### config.mk
export PLATFORM = sky130hd
export DESIGN_NAME = exec_core_top
export DESIGN_NICKNAME = d
export VERILOG_FILES = /design/src/core_pkg.sv /design/src/address_unit.sv /design/src/alu_unit.sv /design/src/de_pipeline_register.sv /design/src/exec_core_top.sv /design/src/isa_decoder.sv /design/src/register_file.sv /design/src/result_merge.sv
export VERILOG_INCLUDE_DIRS = /design/src /design/src/src
export SDC_FILE = /design/constraint.sdc
export NUM_CORES = 1
export LEC_CHECK = 0
export BUFFER_PORTS_ARGS = -buffer_cell sky130_fd_sc_hd__buf_2
export CAP_MARGIN = 30
export CORE_ASPECT_RATIO = 1.75
export CORE_MARGIN = 4
export CORE_UTILIZATION = 57
export DETAILED_ROUTE_END_ITERATION = 8
export GPL_TIMING_DRIVEN = 0
export HOLD_SLACK_MARGIN = 0.06
export PLACE_DENSITY_LB_ADDON = 0.2
export RECOVER_POWER = 25
export SYNTH_ARGS = -nofsm -noshare
export SYNTH_HDL_FRONTEND = slang
export SYNTH_SLANG_ARGS = --single-unit
### constraint.sdc
create_clock -name clk -period 4.3 [get_ports clk]
set_clock_uncertainty 0.1 [all_clocks]
set_input_delay 0.645 -clock clk [delete_from_list [all_inputs] [get_ports clk]]
set_output_delay 0.645 -clock clk [all_outputs]
set_load 0.03 [all_outputs]
### src/core_defs.svh
`ifndef CORE_DEFS_SVH
`define CORE_DEFS_SVH

// Width of one data word.
`define DATA_W 16

// Registers in the register file.
`define REG_COUNT 16

// Bits needed to name one register.
`define REG_NUM_W 4

`endif

### src/core_pkg.sv
`default_nettype none

`include "core_defs.svh"

package core_pkg;

    typedef logic [`DATA_W-1:0]    word_t;
    typedef logic [`REG_NUM_W-1:0] reg_num_t;
    typedef logic [3:0]            opcode_t;

    // Codes 12 to 15 are unused and behave as NOP.
    localparam opcode_t OP_NOP  = 4'd0;
    localparam opcode_t OP_ADD  = 4'd1;
    localparam opcode_t OP_SUB  = 4'd2;
    localparam opcode_t OP_AND  = 4'd3;
    localparam opcode_t OP_OR   = 4'd4;
    localparam opcode_t OP_XOR  = 4'd5;
    localparam opcode_t OP_SHL  = 4'd6;
    localparam opcode_t OP_SHR  = 4'd7;
    localparam opcode_t OP_LDI  = 4'd8;
    localparam opcode_t OP_ADDI = 4'd9;
    localparam opcode_t OP_LEA  = 4'd10;
    localparam opcode_t OP_ST   = 4'd11;

    typedef struct packed {
        opcode_t  opcode;
        reg_num_t dst;
        reg_num_t src1;
        reg_num_t src2;
    } instr_t;

    typedef struct packed {
        logic    valid;
        opcode_t alu_op;
        logic    use_imm;
        logic    reg_write;
        logic    is_addr;   // Result taken from the address unit.
        logic    is_store;
    } ctrl_t;

    typedef struct packed {
        ctrl_t    ctrl;
        reg_num_t dst_num;
        word_t    dst_value;
        reg_num_t src1_num;
        word_t    src1_value;
        reg_num_t src2_num;
        word_t    src2_value;
        word_t    imm;
    } decoded_t;

    typedef struct packed {
        logic     valid;
        logic     reg_write;
        reg_num_t dst_num;
        word_t    value;
        logic     store_en;
        word_t    address;
        word_t    store_data;
    } result_t;

endpackage

`default_nettype wire

### src/address_unit.sv
`timescale 1ns/1ps
`default_nettype none

module address_unit
(
    input  wire core_pkg::decoded_t decoded,
    output core_pkg::word_t         addr_value
);

    import core_pkg::*;

    word_t base;
    word_t offset;

    assign base = decoded.src1_value;

    always_comb
    begin
        case (decoded.ctrl.alu_op)
            // Index is scaled to 2-byte words.
            OP_LEA:  offset = decoded.src2_value << 1;
            OP_ST:   offset = decoded.imm;
            default: offset = '0;
        endcase
    end

    // Sum wraps at the word width.
    assign addr_value = decoded.ctrl.is_addr ? word_t'(base + offset) : '0;

endmodule

`default_nettype wire

### src/alu_unit.sv
`timescale 1ns/1ps
`default_nettype none

`include "core_defs.svh"

module alu_unit
(
    input  wire core_pkg::decoded_t decoded,
    output core_pkg::word_t         alu_value
);

    import core_pkg::*;

    localparam int SHAMT_W = $clog2(`DATA_W);

    word_t              operand_a;
    word_t              operand_b;
    logic [SHAMT_W-1:0] shamt;

    assign operand_a = decoded.src1_value;
    // ADDI takes the immediate in place of src2.
    assign operand_b = decoded.ctrl.use_imm ? decoded.imm : decoded.src2_value;
    assign shamt     = decoded.src2_value[SHAMT_W-1:0];

    always_comb
    begin
        case (decoded.ctrl.alu_op)
            OP_ADD:  alu_value = operand_a + operand_b;
            OP_SUB:  alu_value = operand_a - operand_b;
            OP_AND:  alu_value = operand_a & operand_b;
            OP_OR:   alu_value = operand_a | operand_b;
            OP_XOR:  alu_value = operand_a ^ operand_b;
            OP_SHL:  alu_value = operand_a << shamt;
            OP_SHR:  alu_value = operand_a >> shamt;
            OP_LDI:  alu_value = decoded.imm;
            OP_ADDI: alu_value = operand_a + operand_b;
            default: alu_value = '0;
        endcase
    end

endmodule

`default_nettype wire

### src/de_pipeline_register.sv
`timescale 1ns/1ps
`default_nettype none

module de_pipeline_register
(
    input  wire logic               clk,
    input  wire logic               reset,
    input  wire core_pkg::decoded_t decoded_in,
    output core_pkg::decoded_t      decoded_out
);

    // Decode/execute boundary.
    // The whole bundle moves every cycle since the pipeline never stalls.
    always_ff @(posedge clk)
    begin
        if (!reset)
        begin
            // Zero bundle is a bubble.
            decoded_out <= '0;
        end
        else
        begin
            decoded_out <= decoded_in;
        end
    end

endmodule

`default_nettype wire

### src/exec_core_top.sv
`timescale 1ns/1ps
`default_nettype none

module exec_core_top
(
    input  wire logic             clk,
    input  wire logic             reset,
    input  wire logic             instr_valid,
    input  wire core_pkg::instr_t instr,
    output core_pkg::result_t     result
);

    import core_pkg::*;

    reg_num_t rd_num_a;
    reg_num_t rd_num_b;
    reg_num_t rd_num_c;
    word_t    rd_value_a;
    word_t    rd_value_b;
    word_t    rd_value_c;

    logic     wr_en;
    reg_num_t wr_num;
    word_t    wr_value;

    decoded_t decoded_d;
    decoded_t decoded_e;
    word_t    alu_value;
    word_t    addr_value;

    // Decode stage.
    isa_decoder isa_decoder_inst
    (
        .instr_valid (instr_valid),
        .instr       (instr),
        .rd_num_a    (rd_num_a),
        .rd_num_b    (rd_num_b),
        .rd_num_c    (rd_num_c),
        .rd_value_a  (rd_value_a),
        .rd_value_b  (rd_value_b),
        .rd_value_c  (rd_value_c),
        .decoded     (decoded_d)
    );

    register_file register_file_inst
    (
        .clk        (clk),
        .reset      (reset),
        .rd_num_a   (rd_num_a),
        .rd_num_b   (rd_num_b),
        .rd_num_c   (rd_num_c),
        .rd_value_a (rd_value_a),
        .rd_value_b (rd_value_b),
        .rd_value_c (rd_value_c),
        .wr_en      (wr_en),
        .wr_num     (wr_num),
        .wr_value   (wr_value)
    );

    de_pipeline_register de_pipeline_register_inst
    (
        .clk         (clk),
        .reset       (reset),
        .decoded_in  (decoded_d),
        .decoded_out (decoded_e)
    );

    // Execute stage.
    alu_unit alu_unit_inst
    (
        .decoded   (decoded_e),
        .alu_value (alu_value)
    );

    address_unit address_unit_inst
    (
        .decoded    (decoded_e),
        .addr_value (addr_value)
    );

    result_merge result_merge_inst
    (
        .clk        (clk),
        .reset      (reset),
        .decoded    (decoded_e),
        .alu_value  (alu_value),
        .addr_value (addr_value),
        .wr_en      (wr_en),
        .wr_num     (wr_num),
        .wr_value   (wr_value),
        .result     (result)
    );

endmodule

`default_nettype wire

### src/isa_decoder.sv
`timescale 1ns/1ps
`default_nettype none

module isa_decoder
(
    input  wire logic               instr_valid,
    input  wire core_pkg::instr_t   instr,
    output core_pkg::reg_num_t      rd_num_a,
    output core_pkg::reg_num_t      rd_num_b,
    output core_pkg::reg_num_t      rd_num_c,
    input  wire core_pkg::word_t    rd_value_a,
    input  wire core_pkg::word_t    rd_value_b,
    input  wire core_pkg::word_t    rd_value_c,
    output core_pkg::decoded_t      decoded
);

    import core_pkg::*;

    ctrl_t ctrl;
    word_t imm;

    // Ports a, b and c read src1, src2 and dst.
    assign rd_num_a = instr.src1;
    assign rd_num_b = instr.src2;
    assign rd_num_c = instr.dst;

    always_comb
    begin
        ctrl        = '0;
        ctrl.valid  = instr_valid;
        ctrl.alu_op = instr.opcode;
        imm         = '0;
        case (instr.opcode)
            OP_ADD, OP_SUB, OP_AND, OP_OR, OP_XOR, OP_SHL, OP_SHR:
            begin
                ctrl.reg_write = 1'b1;
            end
            OP_LDI:
            begin
                ctrl.use_imm   = 1'b1;
                ctrl.reg_write = 1'b1;
                imm            = word_t'({instr.src1, instr.src2});
            end
            OP_ADDI:
            begin
                ctrl.use_imm   = 1'b1;
                ctrl.reg_write = 1'b1;
                imm            = word_t'(signed'(instr.src2));
            end
            OP_LEA:
            begin
                ctrl.reg_write = 1'b1;
                ctrl.is_addr   = 1'b1;
            end
            OP_ST:
            begin
                ctrl.use_imm  = 1'b1;
                ctrl.is_addr  = 1'b1;
                ctrl.is_store = 1'b1;
                imm           = word_t'(signed'(instr.src2));
            end
            default:
            begin
                ctrl.alu_op = OP_NOP;
            end
        endcase
        // A bubble must not write or store.
        if (!instr_valid)
        begin
            ctrl.reg_write = 1'b0;
            ctrl.is_store  = 1'b0;
        end
    end

    always_comb
    begin
        decoded            = '0;
        decoded.ctrl       = ctrl;
        decoded.dst_num    = instr.dst;
        decoded.dst_value  = rd_value_c;
        decoded.src1_num   = instr.src1;
        decoded.src1_value = rd_value_a;
        decoded.src2_num   = instr.src2;
        decoded.src2_value = rd_value_b;
        decoded.imm        = imm;
    end

endmodule

`default_nettype wire

### src/register_file.sv
`timescale 1ns/1ps
`default_nettype none

`include "core_defs.svh"

module register_file
(
    input  wire logic               clk,
    input  wire logic               reset,
    input  wire core_pkg::reg_num_t rd_num_a,
    input  wire core_pkg::reg_num_t rd_num_b,
    input  wire core_pkg::reg_num_t rd_num_c,
    output core_pkg::word_t         rd_value_a,
    output core_pkg::word_t         rd_value_b,
    output core_pkg::word_t         rd_value_c,
    input  wire logic               wr_en,
    input  wire core_pkg::reg_num_t wr_num,
    input  wire core_pkg::word_t    wr_value
);

    import core_pkg::*;

    word_t regs [`REG_COUNT];

    always_ff @(posedge clk)
    begin
        if (!reset)
        begin
            for (int i = 0; i < `REG_COUNT; i++)
            begin
                regs[i] <= '0;
            end
        end
        else if (wr_en)
        begin
            regs[wr_num] <= wr_value;
        end
    end

    // A read of the register being written sees the new value.
    assign rd_value_a = (wr_en && (wr_num == rd_num_a)) ? wr_value : regs[rd_num_a];
    assign rd_value_b = (wr_en && (wr_num == rd_num_b)) ? wr_value : regs[rd_num_b];
    assign rd_value_c = (wr_en && (wr_num == rd_num_c)) ? wr_value : regs[rd_num_c];

endmodule

`default_nettype wire

### src/result_merge.sv
`timescale 1ns/1ps
`default_nettype none

module result_merge
(
    input  wire logic               clk,
    input  wire logic               reset,
    input  wire core_pkg::decoded_t decoded,
    input  wire core_pkg::word_t    alu_value,
    input  wire core_pkg::word_t    addr_value,
    output logic                    wr_en,
    output core_pkg::reg_num_t      wr_num,
    output core_pkg::word_t         wr_value,
    output core_pkg::result_t       result
);

    import core_pkg::*;

    word_t   merged_value;
    logic    store_req;
    result_t result_next;

    assign merged_value = decoded.ctrl.is_addr ? addr_value : alu_value;
    assign store_req    = decoded.ctrl.valid && decoded.ctrl.is_store;

    // Write-back goes straight to the register file in the execute cycle.
    assign wr_en    = decoded.ctrl.valid && decoded.ctrl.reg_write;
    assign wr_num   = decoded.dst_num;
    assign wr_value = merged_value;

    always_comb
    begin
        result_next            = '0;
        result_next.valid      = decoded.ctrl.valid;
        result_next.reg_write  = wr_en;
        result_next.dst_num    = decoded.dst_num;
        result_next.value      = merged_value;
        result_next.store_en   = store_req;
        // Store data comes from the register named in dst.
        result_next.address    = store_req ? addr_value : '0;
        result_next.store_data = store_req ? decoded.dst_value : '0;
    end

    always_ff @(posedge clk)
    begin
        if (!reset)
        begin
            result <= '0;
        end
        else
        begin
            result <= result_next;
        end
    end

endmodule

`default_nettype wire

## Word-level counts from Yosys, hierarchy flattened

Memories as Yosys holds them, arrays and structs flattened. A register that Yosys moved wholly into a read port is not among the register bits.
Index checks and enable logic that the tools add are counted.

| cells by class | value |
|---|---|
| $add $sub $neg | 3 |
| equal/unequal tests | 22 |
| shift-type cells | 2 |
| muxes and demuxes | 17 |
| bitwise operators | 3 |
| reductions and logical operators | 15 |

Operators with widths:

| kind | count |
|---|---|
| $pmux 16 s8 | 1 |
| $mux 16 | 4 |
| $pmux 16 s2 | 2 |
| $add 16x16->16 | 2 |
| $eq 4x3->1 const B | 8 |
| $eq 4x4->1 const B | 8 |
| $and 16x16->16 | 1 |
| $eq 4x2->1 const B | 4 |
| $or 16x16->16 | 1 |
| $reduce_or 16->1 | 1 |
| $shl 16x4->16 | 1 |
| $shr 16x4->16 | 1 |
| $sub 16x16->16 | 1 |
| $xor 16x16->16 | 1 |
| $reduce_or 11->1 | 1 |
| $reduce_or 10->1 | 1 |
| $mux 1 | 9 |
| $eq 4x1->1 const B | 2 |
| $reduce_and 2->1 | 3 |
| $reduce_or 2->1 | 3 |
| $mux 4 | 1 |
| $logic_not 1->1 | 3 |
| $reduce_or 3->1 | 1 |
| $logic_and 1x1->1 | 2 |

| word-level totals | value |
|---|---|
| register bits | 84 |
| memory bits (writable) | 256 |
| input port bits | 19 |
| output and inout bits | 55 |
| logic and storage cells | 78 |
| memories | 1 |

Memories:

| memory | words | width | rd ports | clocked after memory_dff | write ports | line | RTL |
|---|---|---|---|---|---|---|---|
| register_file_inst.regs | 16 | 16 | 3 | 3 | 16 | register_file.sv:23 | `` word_t regs [`REG_COUNT]; `` |

## Depth between registers and ports, before layout

Gate-level depths: netlist of the first run.

| logic depth | value |
|---|---|
| depth in word-level cells | 6 |
| mapped depth | 23 |
| mapped depth without buffers | 17 |

## By module

A second synthesis of the first run with hierarchy kept.

| unflattened totals | value |
|---|---|
| cells, all modules | 2161 |
| area, all modules | 26142.6 um2 |

By module, submodules not included:

| module | times used | cells each | area an instance (um2) |
|---|---|---|---|
| register_file | 1 | 1056 | 16570.9 |
| alu_unit | 1 | 529 | 3678.5 |
| de_pipeline_register | 1 | 179 | 2316.0 |
| result_merge | 1 | 138 | 1752.9 |
| address_unit | 1 | 149 | 1028.5 |
| isa_decoder | 1 | 110 | 795.8 |

## Worst setup path after synthesis of the first run

No wires, ideal clock.

| timing | value |
|---|---|
| path type | flip-flop to flip-flop |
| start point | register, netlist name de_pipeline_register_inst.decoded_out[17] |
| end point | memory register_file_inst.regs[12][15] (netlist bit) (data pin) |
| library setup time | 262 ps |
| arrival time | 4285 ps |
| slack | -347 ps |
| cell stages (with the launch flop) | 22 |
| path buffers | 5 |
| cell sequence | dfxtp_1 buf_6 buf_2 buf_4 buf_2 mux2i_1 ha_1 o21ai_0 or3_1 or3_1 nand2_1 xnor2_1 ha_1 a21oi_1 nor2b_1 nor3_1 a31oi_1 o22a_1 xnor2_1 a211oi_4 buf_6 nor2_1 |

RTL lines:

| what | line |
|---|---|
| end: declaration | register_file.sv:23 |

==> results by group, run 1 <==
Placed design
  – Placed cell count: about 2500
  – GP Congestion: 1.08
  – Placed inst area: around 24000 um2
  – Count of port buffers added during placement: 63
  – Dpl hpwl: 66100 um

Worst setup path
  – Crit-path cells: buf_6, buf_12, mux2i_4, ha_4, o21ai_4, or3_4, or3_4, nor3_4, a31oi_1, xnor2_1, ha_1, nor3b_2, o41ai_4, o311a_4, and3_4, buf_12, buf_12, nor2_2
  – Worst EP required: 4.47 ns
  – Critical Path AT: about 4.8 ns
  – Worst setup EP type: flip-flop
  – Worst reg2reg startpoint: de_pipeline_register_inst.decoded_out[79]
  – Critical path's top delay family: simple AND/OR/NAND/NOR gates
  – Crit Path Class: flip-flop to flip-flop
  – Most used cell, CP: buf_12
  – CP Launch Type: flip-flop
  – Buf+Inv Stages, Crit Path: 4
  – Max FO, Critical Path: 5
  – Critical Path Max Stage Delay: approximately 0.45 ns
  – Slowest CP cell: o41ai_4
  – Worst setup path start: de_pipeline_register_inst.decoded_out[79]

Die
  – IO Pins: 74
  – Die area: between 40000 and 50000 um2
  – Die H: approximately 280 um
  – Core box area: around 40000 um2
  – Starting Density: 0.580
  – Chip width: around 160 um
  – Row count: between 90 and 100

Clock tree
  – Number of buffers created by CTS: 37
  – H-tree level count: 2
  – Clk Latency, worst-skew pair: around 0.54 ns
  – Clk buf depth: 3
  – TritonCTS clock tree: built
  – Root Driver: clkbuf_16
  – Clk sinks: ~380
  – Clock Pin Slew Worst Setup and Hold Paths: around 0.07 ns

Synth
  – Post-synth cell types: between 80 and 90
  – Post-synth top area share: 0.330
  – Commonest cells post-synth: nor2_1, edfxtp_1, mux4_2, nand2_1, dfxtp_1
  – Count leader, synth: nor2_1
  – YS warnings: 0
  – Mapped Area: approximately 23000 um2
  – Synth Register Bits: approximately 380
  – Sequential cell area fraction in the yosys report: 0.438
  – Cell taking the most area after synthesis: edfxtp_1
  – Post-synth EDFFs: between 200 and 300
  – FFs w/ async S/R, synth: 0
  – Mean Syn Cell Area: roughly 12 um2
  – Syn nets: around 2000
  – Cells after Synth: between 1500 and 2000
  – Ys flop type: edfxtp_1
  – Top cells by area, synth: edfxtp_1, mux4_2, dfxtp_1, nor2_1, ha_1

Hold path
  – HP Start: instr_valid
  – Hold crit path type: input port to flip-flop

Outcome
  – Outcome: finished, violations left
  – Failing checks: negative setup slack

Power
  – Maximum VDD drop: between 0.3 and 0.4 mV
  – Pint: around 7.0 mW
  – PD cells: 370 nW/um2
  – LEAKAGE: ~9.5 nW
  – Clk pwr share: 0.353
  – Share of total power in sequential cells: 0.425
  – Psw: roughly 2.9 mW
  – Switch share: 0.289
  – Combinational power share: 0.222

Global route
  – Initial antenna violation count: 2
  – Total GRT Usage: 0.389
  – Grt ovf: 0
  – Number of global-route vias before repair: between 15000 and 20000
  – Largest net degree at the start of global routing: 29
  – First-pass GRT wire length: 124000 um

Timing
  – Fmax: 215 MHz
  – Worst Slack Setup Final: -0.343 ns
  – Minimum clock period after layout: roughly 4.6 ns
  – Slew HR: 0.199
  – Final worst-path cycle share: 1.08
  – Finish-stage setup viols: 90
  – Slew @ Worst Pin: between 1 and 1.5 ns
  – Max-slew violations: 0
  – Final hold violations: 0
  – RSZ-0062 raised after global routing: true

Finish
  – Final Cell Area: between 20000 and 30000 um2
  – Fin nets: approximately 2200
  – Fin cells: 2640
  – Layout cells sized above 1: 0.258
  – Filler cells: about 3100
  – Synthesis-to-layout area growth: 14.6%

Job
  – Max cap viols: 0

Route
  – Drt wl/cell: about 33 um
  – Antenna Nets Post-Route: 0
  – Via count: around 18000
  – Routed vias/inst: slightly below 7
  – Drt first pass iters: 6
  – Routed WL: 85900 um
  – DR DRC count: 0
  – DR iter-0 viols: roughly 2000
power groups by stage:
stage	Combinational, mW	Clock (mW)	Sequential (mW)
after floorplan	1.25	0	4.21
after global placement	1.81	0	4.25
after detailed placement	1.85	0	4.26
after CTS	2.03	3.49	4.18
after global routing	2.30	3.64	4.20
final	2.20	3.49	4.20
metal layers:
| metal | global-route usage | routed length [um] | up-vias |
|---|---|---|---|
| met5 | 0 | 11 | - |
| met4 | 0.290 | 8220 | 2 |
| met3 | 0.0792 | 7230 | 384 |
| met2 | 0.706 | 45300 | 1275 |
| met1 | 0.391 | 25200 | 9036 |
| li1 | - | - | 7563 |
flip-flops by register name, summed over array words and instances, names as in the netlist:
name and cells:
register_file_inst.regs 256, de_pipeline_register_inst.decoded_out 70, result_merge_inst.result 55
through the flow:
stage | utilization | hold slack, ns | power, mW | worst slack, ns | setup TNS, ns
after detailed placement | 0.609 | 0.316 | 6.11 | -1.35 | -241.27
final | 0.664 | 0.279 | 9.88 | -0.343 | -16.00
after floorplan | - | 0.306 | 5.47 | 0.0238 | 0
after CTS | 0.656 | 0.257 | 9.70 | -0.234 | -7.55
after global placement | 0.606 | 0.310 | 6.06 | -1.87 | -303.71
after global routing | 0.664 | 0.279 | 10.1 | -0.393 | -30.50
tightest hold or removal path: stages:
cell and delay [ns]:
buf_2 0.12, nand2_1 0.07, inv_1 0.05
final cells by class:
class / instances / area, um2 / area share
clock inverters: 17 / 253 / 0.00947
clock buffers: 46 / 1010 / 0.0379
flip-flops and latches: 381 / 10200 / 0.382
diodes: 1 / 2.50 / 0.0000937
well taps: 544 / 681 / 0.0255
multi-input cells: 1329 / 12600 / 0.474
plain buffers: 162 / 895 / 0.0335
inverters: 48 / 180 / 0.00675
repair buffers: 112 / 835 / 0.0313
cell families (layout without fill, tap and decap cells):
kind of cell / count (synthesis) / after routing / synth area share
AO/OA/AOI/OAI: 264 / 264 / 0.0733
multiplexers: 284 / 284 / 0.260
AND/OR/NAND/NOR: 663 / 663 / 0.133
flip-flops: 381 / 381 / 0.438
buffers and inverters: 215 / 385 / 0.0405
adder cells (fa/ha/maj): 67 / 67 / 0.0366
XOR/XNOR: 51 / 51 / 0.0192
other: 0 / 1 / 0
path summary, 6_finish.rpt:
path	slack (ns)	end	cells after the start
setup / recovery	-0.34	register_file_inst.regs[13][14]	18
hold / removal	0.28	de_pipeline_register_inst.decoded_out[84]	3
setup reg to reg	-0.34	register_file_inst.regs[13][14]	18
hold reg to reg	0.33	result_merge_inst.result[2]	1
layout by cell type, fill, tap and decap left out, types with 25 or more instances in the layout:
master,n
clkbuf_16,42
a21oi_1,48
edfxtp_1,256
xnor2_1,31
mux4_2,256
nor2_1,312
buf_2,36
and2_1,29
nand2_1,146
buf_4,25
o21ai_0,75
inv_1,45
ha_1,60
clkbuf_1,147
dfxtp_1,124
and2_0,26
timing repair:
item,CTS,global route
hold buffers,0,0
gates cloned,2,4
pin swaps,31,26
resized for setup,100,67
endpoints found under the setup margin,253,194
buffers inserted,21,5
Power figures use the tool's default switching activity.
==> run 2, diff against run 1 <==
Settings changed: BUFFER_PORTS_ARGS -buffer_cell sky130_fd_sc_hd__buf_2 to -buffer_cell sky130_fd_sc_hd__clkbuf_2.
==> results by group, run 2 (same netlist as run 1, synthesis figures left out) <==
Clock tree
  – TritonCTS clock tree: built
  – Root Driver: clkbuf_16
  – Number of buffers created by CTS: 35 (-5.4%)
  – Clk Latency, worst-skew pair: 0.56 ns (+0.02 ns)
  – Clock Pin Slew Worst Setup and Hold Paths: 0.07 ns (about the same)
  – CTS Hold Bufs: 0 (unchanged)
  – H-tree level count: 2 (unchanged)
  – Clk buf depth: 3 (unchanged)
  – Clk sinks: 381 (unchanged)

Timing
  – Finish-stage setup viols: 56 (-38%)
  – Slew HR: 0.259 (+0.0597)
  – Slew @ Worst Pin: 1.11 ns (-0.0895 ns)
  – Final worst-path cycle share: 1.02 (-0.0574)
  – RSZ-0062 raised after global routing: true
  – Max-slew violations: 0 (unchanged)
  – Worst Slack Setup Final: -0.0964 ns (+0.247 ns)
  – Minimum clock period after layout: 4.40 ns (-0.247 ns)
  – Fmax: 227 MHz (+5.6%)
  – Final hold violations: 0 (unchanged)

Finish
  – Filler cells: 3004 (-1.6%)
  – Fin cells: 2661 (+0.80%)
  – Synthesis-to-layout area growth: 16.2%
  – Final Cell Area: 27100 um2 (+1.4%)
  – Ant diodes: 0 (-1)
  – Layout cells sized above 1: 0.285 (+0.0276)
  – Commonest non-fill, non-tap cell in the layout: nor2_1
  – Largest register by flop count: register_file_inst.regs
  – Most frequent cells in the layout: nor2_1, mux4_2, edfxtp_1, clkbuf_1, nand2_1
  – Number of flip-flops under the largest register name: 256 (unchanged)
  – Fin nets: 2177 (+0.93%)
  – Area of the multi-input gates: 12900 um2 (+2.0%)
  – FF+latch area: 10200 um2 (about the same)
  – Largest registers: register_file_inst.regs x256, de_pipeline_register_inst.decoded_out x70, result_merge_inst.result x55

Worst setup path
  – CP Launch Type: flip-flop
  – R2R depth: 19 (+1)
  – Worst setup EP type: flip-flop
  – Worst EP required: 4.49 ns (+0.02 ns)
  – Max FO, Critical Path: 7 (+2)
  – Critical Path AT: 4.59 ns (-0.22 ns)
  – Crit Path Class: flip-flop to flip-flop

Global route
  – Met3 Use GR: 0.0919 (+0.0127)
  – Total GRT Usage: 0.407 (+0.0178)
  – GR Util met1: 0.389 (-0.00171)
  – Number of global-route vias before repair: 19100 (+2.5%)
  – Grt ovf: 0 (unchanged)
  – Largest net degree at the start of global routing: 29 (unchanged)
  – First-pass GRT wire length: 129000 um (+3.9%)
  – Initial antenna violation count: 2 (unchanged)
  – Top Usage Layer GRT: met2
  – Grt met2 use: 0.736 (+0.0302)

Power
  – Maximum VDD drop: 0.385 mV (-0.83%)
  – LEAKAGE: 9.56 nW (+0.65%)
  – PD cells: 359 nW/um2 (-3.1%)
  – Power Total: 9.71 mW (-1.7%)

Route
  – Drt wl/cell: 34.0 um (+4.4%)
  – Routed WL: 90400 um (+5.2%)
  – Routed vias/inst: 7.00 (+1.1%)
  – DR iter-0 viols: 2512 (+24%)
  – Via count: 18600 (+1.9%)
  – Drt first pass iters: 6 (unchanged)
  – DR DRC count: 0 (unchanged)
  – Antenna Nets Post-Route: 0 (unchanged)

Hold path
  – Hold depth: 2 (-1)
  – Hold crit path type: input port to flip-flop

Die
  – IO Pins: 74 (unchanged)
  – Die H: 275 um (unchanged)
  – Die area: 44300 um2 (unchanged)
  – Chip width: 161 um (unchanged)
  – Core box area: 40200 um2 (unchanged)
  – Row count: 97 (unchanged)
  – Starting Density: 0.580 (unchanged)

Placed design
  – Placed inst area: 24500 um2 (+0.16%)
  – Dpl hpwl: 68700 um (+3.8%)
  – Placed cell count: 2545 (+0.12%)
  – Count of port buffers added during placement: 63 (unchanged)
  – GP Congestion: 1.07 (-1.3%)

Outcome
  – Outcome: finished, violations left
  – Failing checks: negative setup slack

Job
  – Max cap viols: 0 (unchanged)
## run 2: cell count changes in the layout (fill, tap and decap cells not counted), moves of 4 or more
| cell | delta |
|---|---|
| clkbuf_1 | +7 |
| clkinv_1 | +5 |
| nor2b_2 | +4 |
| nor2_2 | +17 |
| nor2_4 | +29 |
| buf_12 | +9 |
| nor2_1 | -46 |
| buf_4 | +17 |
| clkbuf_2 | +7 |
| clkbuf_4 | -6 |
## run 2: per-stage QoR
step / hold WS, ns / setup slack [ns] / setup TNS (ns) / utilization
5_1_grt: 0.305 / -0.236 / -18.10 / 0.674
3_3_place_gp: 0.317 / -2.16 / -368.35 / 0.606
2_1_floorplan: 0.306 / 0.0238 / 0 / -
6_report: 0.285 / -0.0964 / -2.38 / 0.674
4_1_cts: 0.275 / -0.192 / -7.04 / 0.659
3_5_place_dp: 0.316 / -1.54 / -298.41 / 0.610
## run 2: worst paths after layout
check	to	slack, ns	startpoint
max reg2reg	register_file_inst.regs[15][15]	-0.1	de_pipeline_register_inst.decoded_out[79]
min reg2reg	result_merge_inst.result[12]	0.33	de_pipeline_register_inst.decoded_out[68]
max	register_file_inst.regs[15][15]	-0.1	de_pipeline_register_inst.decoded_out[79]
min	de_pipeline_register_inst.decoded_out[78]	0.29	instr[15]
## run 2: per-layer routing
layer | part of all wire | routed length (um)
met1 | 0.28 | 25500
met2 | 0.52 | 47200
met3 | 0.089 | 8030
met4 | 0.11 | 9650
met5 | 0.00033 | 30
## run 2: repair_timing
action | 4_1_cts | 5_1_grt
resized for setup | 131 | 131
pin swaps | 27 | 34
cloned | 4 | 4
endpoints found under the setup margin | 279 | 236
setup buffers | 29 | 21
## run 2: worst max-delay path, cell delays in order (launching register included)
cell and delay (ns):
dfxtp_4 0.45, buf_12 0.14, mux2i_4 0.26, ha_4 0.19, o21ai_4 0.09, or3_4 0.35
or3_4 0.39, nand2_4 0.11, xnor2_4 0.09, ha_4 0.31, nand4_1 0.15, nor2_1 0.17
a21oi_2 0.09, a31oi_2 0.26, o22a_1 0.25, xnor2_2 0.12, a211oi_4 0.22, buf_6 0.19
clkbuf_16 0.17, nor2_1 0.04
## run 2: area by class of cell
cell class	count	share of cell area
tap	544	0.0252
buffer	159	0.0334
multi-input combinational	1329	0.477
clock inverter	18	0.00661
sequential	381	0.377
clock buffer	45	0.0353
inverter	48	0.00666
timing repair buffer	137	0.0394
## run 2: power by group
part | leakage, nW | internal (mW) | switching [mW]
Sequential | 3.67 | 4.04 | 0.158
Combinational | 5.34 | 0.979 | 1.34
Clock | 0.553 | 1.77 | 1.42
